$ cat src/hw/servo_pkg.sv
package servo_pkg;

    localparam int DATA_W  = 32;
    localparam int SHIFT_W = 5;
    localparam int ADDR_W  = 5;

    // ################################################
    // Register map.
    // ################################################
    localparam logic [ADDR_W-1:0] ADDR_MODE  = 5'h00;
    localparam logic [ADDR_W-1:0] ADDR_GAIN  = 5'h04;
    localparam logic [ADDR_W-1:0] ADDR_CONST = 5'h08;
    localparam logic [ADDR_W-1:0] ADDR_SETPT = 5'h0C;

    localparam logic [SHIFT_W-1:0] GAIN_RST = 5'd5;

    // Actuator travel of +/- 2^20.
    localparam logic signed [DATA_W-1:0] POS_MAX = 32'sd1048576;
    localparam logic signed [DATA_W-1:0] POS_MIN = -32'sd1048576;

    typedef enum logic [1:0] {
        MODE_OFF   = 2'd0,
        MODE_FB    = 2'd1,
        MODE_CONST = 2'd2,
        MODE_RSVD  = 2'd3   // Treated as off.
    } loop_mode_e;

    typedef enum logic [1:0] {
        ST_IDLE, ST_ACC, ST_APPLY, ST_UPDATE
    } seq_state_e;

endpackage

$ cat src/hw/servo_seq_if.sv
interface servo_seq_if;
    import servo_pkg::*;

    loop_mode_e                 mode;
    logic [SHIFT_W-1:0]         shift;
    logic signed [DATA_W-1:0]   const_step;
    logic                       trig;       // High in ST_ACC.
    logic                       trig_dly;   // High in ST_APPLY.
    logic                       act_en;     // High in ST_UPDATE.

    modport ctrl (
        output mode, shift, const_step,
        output trig, trig_dly, act_en
    );

    modport step (
        input mode, shift, const_step,
        input trig, trig_dly
    );

    modport act (
        input act_en
    );

endinterface

$ cat src/hw/servo_ctrl.sv
module servo_ctrl (
    input  logic                               i_clk,
    input  logic                               i_rst_n,
    input  logic                               i_psel,
    input  logic                               i_penable,
    input  logic                               i_pwrite,
    input  logic [servo_pkg::ADDR_W-1:0]       i_paddr,
    input  logic [servo_pkg::DATA_W-1:0]       i_pwdata,
    output logic [servo_pkg::DATA_W-1:0]       o_prdata,
    output logic                               o_pready,
    input  logic                               i_sample,
    output logic signed [servo_pkg::DATA_W-1:0] o_setpt,
    output logic                               o_busy,
    output logic                               o_done,
    servo_seq_if.ctrl                          seq
);
    import servo_pkg::*;

    loop_mode_e                 mode_q;
    logic [SHIFT_W-1:0]         gain_q;
    logic signed [DATA_W-1:0]   const_q;
    logic signed [DATA_W-1:0]   setpt_q;
    logic                       wr_en;

    seq_state_e                 state;
    seq_state_e                 state_nxt;
    logic                       done_q;

    // ################################################
    // APB registers.
    // ################################################
    assign wr_en    = i_psel && i_penable && i_pwrite;
    assign o_pready = 1'b1;   // Zero wait states.

    always_ff @(posedge i_clk or negedge i_rst_n) begin
        if (!i_rst_n) begin
            mode_q  <= MODE_OFF;
            gain_q  <= GAIN_RST;
            const_q <= '0;
            setpt_q <= '0;
        end else if (wr_en) begin
            case (i_paddr)
                ADDR_MODE:  mode_q  <= loop_mode_e'(i_pwdata[1:0]);
                ADDR_GAIN:  gain_q  <= i_pwdata[SHIFT_W-1:0];
                ADDR_CONST: const_q <= i_pwdata;
                ADDR_SETPT: setpt_q <= i_pwdata;
                default: ;
            endcase
        end
    end

    always_comb begin
        case (i_paddr)
            ADDR_MODE:  o_prdata = {{(DATA_W-2){1'b0}}, mode_q};
            ADDR_GAIN:  o_prdata = {{(DATA_W-SHIFT_W){1'b0}}, gain_q};
            ADDR_CONST: o_prdata = const_q;
            ADDR_SETPT: o_prdata = setpt_q;
            default:    o_prdata = '0;   // Unmapped.
        endcase
    end

    // ################################################
    // Pass sequencer.
    // ################################################
    always_comb begin
        case (state)
            ST_IDLE:   state_nxt = i_sample ? ST_ACC : ST_IDLE;
            ST_ACC:    state_nxt = ST_APPLY;
            ST_APPLY:  state_nxt = ST_UPDATE;
            default:   state_nxt = ST_IDLE;
        endcase
    end

    always_ff @(posedge i_clk or negedge i_rst_n) begin
        if (!i_rst_n) begin
            state  <= ST_IDLE;
            done_q <= 1'b0;
        end else begin
            state  <= state_nxt;
            done_q <= (state == ST_UPDATE);   // One cycle after the update edge.
        end
    end

    assign o_busy  = (state != ST_IDLE);
    assign o_done  = done_q;
    assign o_setpt = setpt_q;

    assign seq.mode       = mode_q;
    assign seq.shift      = gain_q;
    assign seq.const_step = const_q;
    assign seq.trig       = (state == ST_ACC);
    assign seq.trig_dly   = (state == ST_APPLY);
    assign seq.act_en     = (state == ST_UPDATE);

endmodule

$ cat src/hw/servo_err.sv
module servo_err (
    input  logic                                i_clk,
    input  logic                                i_rst_n,
    input  logic                                i_sample,
    input  logic signed [servo_pkg::DATA_W-1:0] i_setpt,
    input  logic signed [servo_pkg::DATA_W-1:0] i_meas,
    output logic signed [servo_pkg::DATA_W-1:0] o_err
);
    import servo_pkg::*;

    logic signed [DATA_W:0]   diff;
    logic signed [DATA_W-1:0] diff_sat;
    logic signed [DATA_W-1:0] err_q;

    // One extra bit so the subtraction cannot wrap.
    assign diff = {i_setpt[DATA_W-1], i_setpt} - {i_meas[DATA_W-1], i_meas};

    always_comb begin
        if (diff[DATA_W] != diff[DATA_W-1]) begin
            // On overflow pin to the rail of the true sign.
            diff_sat = diff[DATA_W] ? {1'b1, {(DATA_W-1){1'b0}}}
                                    : {1'b0, {(DATA_W-1){1'b1}}};
        end else begin
            diff_sat = diff[DATA_W-1:0];
        end
    end

    always_ff @(posedge i_clk or negedge i_rst_n) begin
        if (!i_rst_n) begin
            err_q <= '0;
        end else if (i_sample) begin
            err_q <= diff_sat;
        end
    end

    assign o_err = err_q;

endmodule

$ cat src/hw/servo_step_gen.sv
module servo_step_gen (
    input  logic                                i_clk,
    input  logic                                i_rst_n,
    input  logic signed [servo_pkg::DATA_W-1:0] i_err,
    output logic signed [servo_pkg::DATA_W-1:0] o_step,
    servo_seq_if.step                           seq
);
    import servo_pkg::*;

    logic signed [DATA_W-1:0] pre_step;
    logic signed [DATA_W-1:0] step_q;
    logic signed [DATA_W-1:0] pre_sum;
    logic signed [DATA_W-1:0] pre_scaled;

    // ################################################
    // Accumulate and scale.
    // ################################################
    assign pre_sum    = pre_step + i_err;            // Wraps.
    assign pre_scaled = pre_step >>> seq.shift;      // Gain as a power of two.

    always_ff @(posedge i_clk or negedge i_rst_n) begin
        if (!i_rst_n) begin
            pre_step <= '0;
            step_q   <= '0;
        end else begin
            case (seq.mode)
                MODE_FB: begin
                    if (seq.trig) begin
                        pre_step <= pre_sum;
                    end else if (seq.trig_dly) begin
                        step_q <= pre_scaled;
                    end
                end
                MODE_CONST: begin
                    // Pre-step is left alone here.
                    if (seq.trig) begin
                        step_q <= seq.const_step;
                    end
                end
                MODE_OFF, MODE_RSVD: begin
                    pre_step <= '0;
                    step_q   <= '0;
                end
            endcase
        end
    end

    assign o_step = step_q;

endmodule

$ cat src/hw/servo_actuator.sv
module servo_actuator (
    input  logic                                i_clk,
    input  logic                                i_rst_n,
    input  logic signed [servo_pkg::DATA_W-1:0] i_step,
    output logic signed [servo_pkg::DATA_W-1:0] o_pos,
    servo_seq_if.act                            act
);
    import servo_pkg::*;

    logic signed [DATA_W-1:0] pos_q;
    logic signed [DATA_W:0]   sum;
    logic signed [DATA_W-1:0] pos_nxt;

    // Sum one bit wider and clamp it to the travel range.
    assign sum = {pos_q[DATA_W-1], pos_q} + {i_step[DATA_W-1], i_step};

    always_comb begin
        if (sum > POS_MAX) begin
            pos_nxt = POS_MAX;
        end else if (sum < POS_MIN) begin
            pos_nxt = POS_MIN;
        end else begin
            pos_nxt = sum[DATA_W-1:0];
        end
    end

    // ################################################
    // Position register.
    // ################################################
    always_ff @(posedge i_clk or negedge i_rst_n) begin
        if (!i_rst_n) begin
            pos_q <= '0;
        end else if (act.act_en) begin
            pos_q <= pos_nxt;
        end
    end

    assign o_pos = pos_q;   // Holds while the loop is off.

endmodule

$ cat src/hw/servo_top.sv
module servo_top (
    input  logic                                i_clk,
    input  logic                                i_rst_n,
    input  logic                                i_psel,
    input  logic                                i_penable,
    input  logic                                i_pwrite,
    input  logic [servo_pkg::ADDR_W-1:0]        i_paddr,
    input  logic [servo_pkg::DATA_W-1:0]        i_pwdata,
    output logic [servo_pkg::DATA_W-1:0]        o_prdata,
    output logic                                o_pready,
    input  logic                                i_sample,
    input  logic signed [servo_pkg::DATA_W-1:0] i_meas,
    output logic signed [servo_pkg::DATA_W-1:0] o_step,
    output logic signed [servo_pkg::DATA_W-1:0] o_pos,
    output logic                                o_busy,
    output logic                                o_done
);

    logic signed [servo_pkg::DATA_W-1:0] setpt;
    logic signed [servo_pkg::DATA_W-1:0] err;

    servo_seq_if seq_if ();

    servo_ctrl ctrl_i (
        .i_clk, .i_rst_n,
        .i_psel, .i_penable, .i_pwrite, .i_paddr, .i_pwdata,
        .o_prdata, .o_pready,
        .i_sample,
        .o_setpt (setpt),
        .o_busy, .o_done,
        .seq     (seq_if.ctrl)
    );

    servo_err err_i (
        .i_clk, .i_rst_n, .i_sample,
        .i_setpt (setpt),
        .i_meas,
        .o_err   (err)
    );

    servo_step_gen step_gen_i (
        .i_clk, .i_rst_n,
        .i_err  (err),
        .o_step,
        .seq    (seq_if.step)
    );

    servo_actuator actuator_i (
        .i_clk, .i_rst_n,
        .i_step (o_step),
        .o_pos,
        .act    (seq_if.act)
    );

endmodule

$ cat config.mk
export PLATFORM = sky130hd
export DESIGN_NAME = servo_top
export DESIGN_NICKNAME = d
export VERILOG_FILES = /design/src/hw/servo_pkg.sv /design/src/hw/servo_seq_if.sv /design/src/hw/servo_ctrl.sv /design/src/hw/servo_err.sv /design/src/hw/servo_step_gen.sv /design/src/hw/servo_actuator.sv /design/src/hw/servo_top.sv
export SDC_FILE = /design/constraint.sdc
export NUM_CORES = 1
export LEC_CHECK = 0
export BUFFER_PORTS_ARGS = -buffer_cell sky130_fd_sc_hd__clkbuf_2
export CORE_MARGIN = 2
export CORE_UTILIZATION = 25
export DETAILED_ROUTE_END_ITERATION = 10
export GPL_TIMING_DRIVEN = 0
export HOLD_SLACK_MARGIN = 0.05
export PLACE_DENSITY = 0.47
export SETUP_SLACK_MARGIN = 0.4
export SYNTH_ARGS = -nofsm -noshare
export SYNTH_HDL_FRONTEND = slang
export SYNTH_HIERARCHICAL = 1
export SYNTH_SLANG_ARGS = --single-unit
$ cat constraint.sdc
create_clock -name i_clk -period 3.7 [get_ports i_clk]
set_clock_uncertainty 0.05 [all_clocks]
set_input_delay 0.37 -clock i_clk [delete_from_list [all_inputs] [get_ports i_clk]]
set_output_delay 0.37 -clock i_clk [all_outputs]
set_load 0.05 [all_outputs]
==> impl_results.md <==
* Antenna Nets Post-Route at 0
* Sw Pwr at 4.138 mW
* Switching share of power at 41.33%
* Fmax at 0.2665 GHz
* Clock transition at path regs at 0.06 ns
* P_int at 5.874 mW
* Hold Vio Cnt, Final at 0
* Worst vdd ir at 0.3012 mV
* Initial antenna violation count at 0
* Power per cell area at 490.9 nW/um^2
* YS warnings at 6
* CP Buf/Inv Count at 3
* CP delay by family, top: simple AND/OR/NAND/NOR gates
* Crit-path cells: ha_4 > inv_2 > fa_2 > nand2b_4 > a211oi_4 > o21ai_2 > a21oi_4 > buf_12 > o31ai_4 > xnor2_2 > or3b_1 > or4_4 > buf_6 > or3_1 > nand3_1
* Fin nets at 2285
* Place WS at -0.8404 ns
* Worst Setup End Kind: register
* Root buffer cell: clkbuf_16
* Cell taking the most area after synthesis: dfrtp_1
* DRC Markers at 0
* Post-synthesis net count at 2009
* Final wirelength at 62480 microns
* Min Hold Slack at 0.1390 ns
* Core box area at 64120 sq um
* Core Util, Final at 31.81%
* Max Cap Viol at 0
* Fillers at 6730
* GRT Util Overall at 18.44%
* EDFF count, synth at 0
* First-pass GRT wire length at 95470 microns
* List of most frequent post-synthesis cells: dfrtp_1 (200), a21oi_1 (161), nand2_1 (154)
* Final worst slack at -0.05222 ns
* Post-synthesis sequential area ratio at 31.39%
* Vias/cell at 5.105
* RSZ-0062 raised after global routing: true
* Post-synth ARST share at 100.0%
* Rel. slew slack at 33.38%
* Clock share of power at 29.3%
* First-pass DRT Iterations at 6
* Failing checks: negative setup slack
* Arr. time, crit path at 4.20 ns
* Crit path kind: register to register
* Most instantiated library cell after synthesis: dfrtp_1
* Worst-case clock buffer depth at 3
* Largest net degree at the start of global routing at 91
* Register Area at 5082 sq um
* Final RePlAce weighted congestion at 0.9010
* Worst-skew pair later-pin latency at 0.57 ns
* Horiz. Die Dim at 257.9 microns
* CTS tree: done
* Area share of the largest cell type after synthesis at 31.07%
* Final worst-path cycle share at 101.4%
* Minimum clock period at 3.752 ns
* Top FF cell, synth: dfrtp_1
* Vias in the first global route at 15665
* Required @ worst endpoint at 4.15 ns
* Cell Rows at 93
* Setup violators final at 6
* Layout cell share with drive strength beyond 1 at 24.49%
* Pleak at 9.251 nW
* Clk sinks at 202
* CP max FO at 5
* Antenna diode count at 0
* Status: finished, violations left
* Initial core utilization at 25.13%
* Synth top area cells: dfrtp_1 (31%), ha_1 (7.8%), a21oi_1 (5.0%)
* Worst-margin pin slew at 0.9993 ns
* Drt wl/cell at 20.95 microns
* Seq pwr share at 28.4%
* # IOs at 174
* Slowest-stage cell, CP: or4_4
* Combinational Power Share at 42.3%
* H-tree levels at 1
* DIE HEIGHT at 257.9 microns
* Finished Layout Cells at 2982
* Worst hold path class: input port to register
* GRT overflow at 0
* IO buf count at 171
* Initial DRC Count at 907
* Syn avg cell area at 8.804 sq um
* Post-detail-place hpwl at 49970 microns
* Cts bufs inserted at 28
* CP peak stage delay at 0.49 ns
* Layout area overhead at 26.59%
* Yosys cell types at 92
* Synth Register Bits at 202
* Area of the multi-input gates at 10670 sq um
* Cell count after placement at 2858
* Max-slew violations at 0
* Die area at 66490 sq um
* Syn Std Cell Area at 16110 sq um
* Worst Setup Start Kind: register
* DR vias at 15224
* Post-synthesis instance total at 1830
-- routing by layer --
| layer | GRT usage (%) | vias up | routed length [microns] |
|---|---|---|---|
| met2 | 33.51 | 361 | 31570 |
| met3 | 1.963 | 114 | 2033 |
| met5 | 0 | - | 0 |
| met4 | 6.374 | 0 | 2353 |
| met1 | 22.53 | 7418 | 26510 |
| li1 | - | 7331 | - |
-- path summary, 6_finish.rpt --
path,start,to,slack [ns],cells past startpoint
max reg2reg,step_gen_i/o_step[0],actuator_i/o_pos[4],-0.05,15
max,step_gen_i/o_step[0],actuator_i/o_pos[4],-0.05,15
min reg2reg,err_i/o_err[9],err_i/o_err[9],0.45,1
min in group asynchronous,i_rst_n,err_i/o_err[26],0.24,2
min,i_sample,err_i/o_err[29],0.14,2
max in group asynchronous,i_rst_n,actuator_i/o_pos[0],2.13,4
-- sequential cells by signal, summed over array words and instances, names as in the netlist --
register / cells
actuator_i/o_pos: 32
step_gen_i/pre_step: 32
ctrl_i/o_setpt: 32
ctrl_i/o_done: 1
ctrl_i/seq.const_step: 32
step_gen_i/o_step: 32
err_i/o_err: 32
ctrl_i/state: 2
ctrl_i/seq.mode: 2
ctrl_i/seq.shift: 5
-- power by group through the flow --
stage                     clock network, mW  registers (mW)  logic (mW)
after CTS                              3.01            2.84        4.11
final                                  2.93            2.84        4.24
after floorplan                           0            3.18        2.34
after global routing                   3.10            2.88        4.61
after global placement                    0            2.88        3.82
after detailed placement                  0            2.88        3.86
-- logic make-up after synthesis --
| family | count (synthesis) | share of synthesized area [%] |
|---|---|---|
| buffers and inverters | 190 | 5.203 |
| adders and majority gates | 104 | 8.217 |
| DFF | 202 | 31.39 |
| other | 1 | 0.02328 |
| xor gates and xnor gates | 74 | 4.023 |
| muxes | 147 | 10.09 |
| and+or+nand+nor | 505 | 15.41 |
| AOI/OAI and AO/OA | 607 | 25.64 |
-- metrics by stage --
stage / power, mW / TNS, ns / cell area (sq um)
floorplan: 5.519 / 0 / 16220
global placement: 6.702 / -406.27 / 18150
detailed placement: 6.737 / -16.58 / 18210
CTS: 9.970 / -0.02263 / 20150
global route: 10.59 / -2.163 / 20390
finish: 10.01 / -0.1466 / 20390
-- cell type report --
class / instances / area share (%)
multi-input combinational: 1438 / 52.31
sequential: 202 / 24.92
timing repair buffer: 246 / 7.994
tap: 855 / 5.245
clock buffer: 41 / 4.025
buffer: 115 / 3.196
inverter: 75 / 1.380
clock inverter: 10 / 0.9264
-- what timing repair did --
action | 4_1_cts | 5_1_grt
hold buffers | 33 | 0
pin swaps | 26 | 12
resized for setup | 76 | 43
endpoints found under the hold margin | 102 | 0
gates cloned | 2 | 2
endpoints found under the setup margin | 72 | 57
setup buffers | 29 | 7
-- layout by cell type, fill, tap and decap left out, types with 18 or more instances in the layout --
cell type	Yosys	layout
xor2_1	37	36
clkbuf_1	65	58
o21a_1	19	19
a22oi_1	35	34
buf_2	25	23
inv_1	73	71
buf_4	2	34
nand2_1	154	152
clkbuf_16	0	31
clkbuf_2	0	176
nor2_1	136	136
mux2i_1	51	51
a21oi_1	161	152
a21oi_2	14	21
a21o_1	34	34
mux2_2	70	70
o211ai_1	29	29
nand3_1	38	36
o2bb2ai_1	18	18
dfrtp_2	0	20
ha_1	101	93
dlygate4sd3_1	0	33
o21ai_0	120	112
a22o_1	33	33
nand4_1	30	30
nand2b_1	31	30
mux2_1	23	23
dfrtp_1	200	180
xnor2_1	37	34
(Power assumes the default switching activity.)
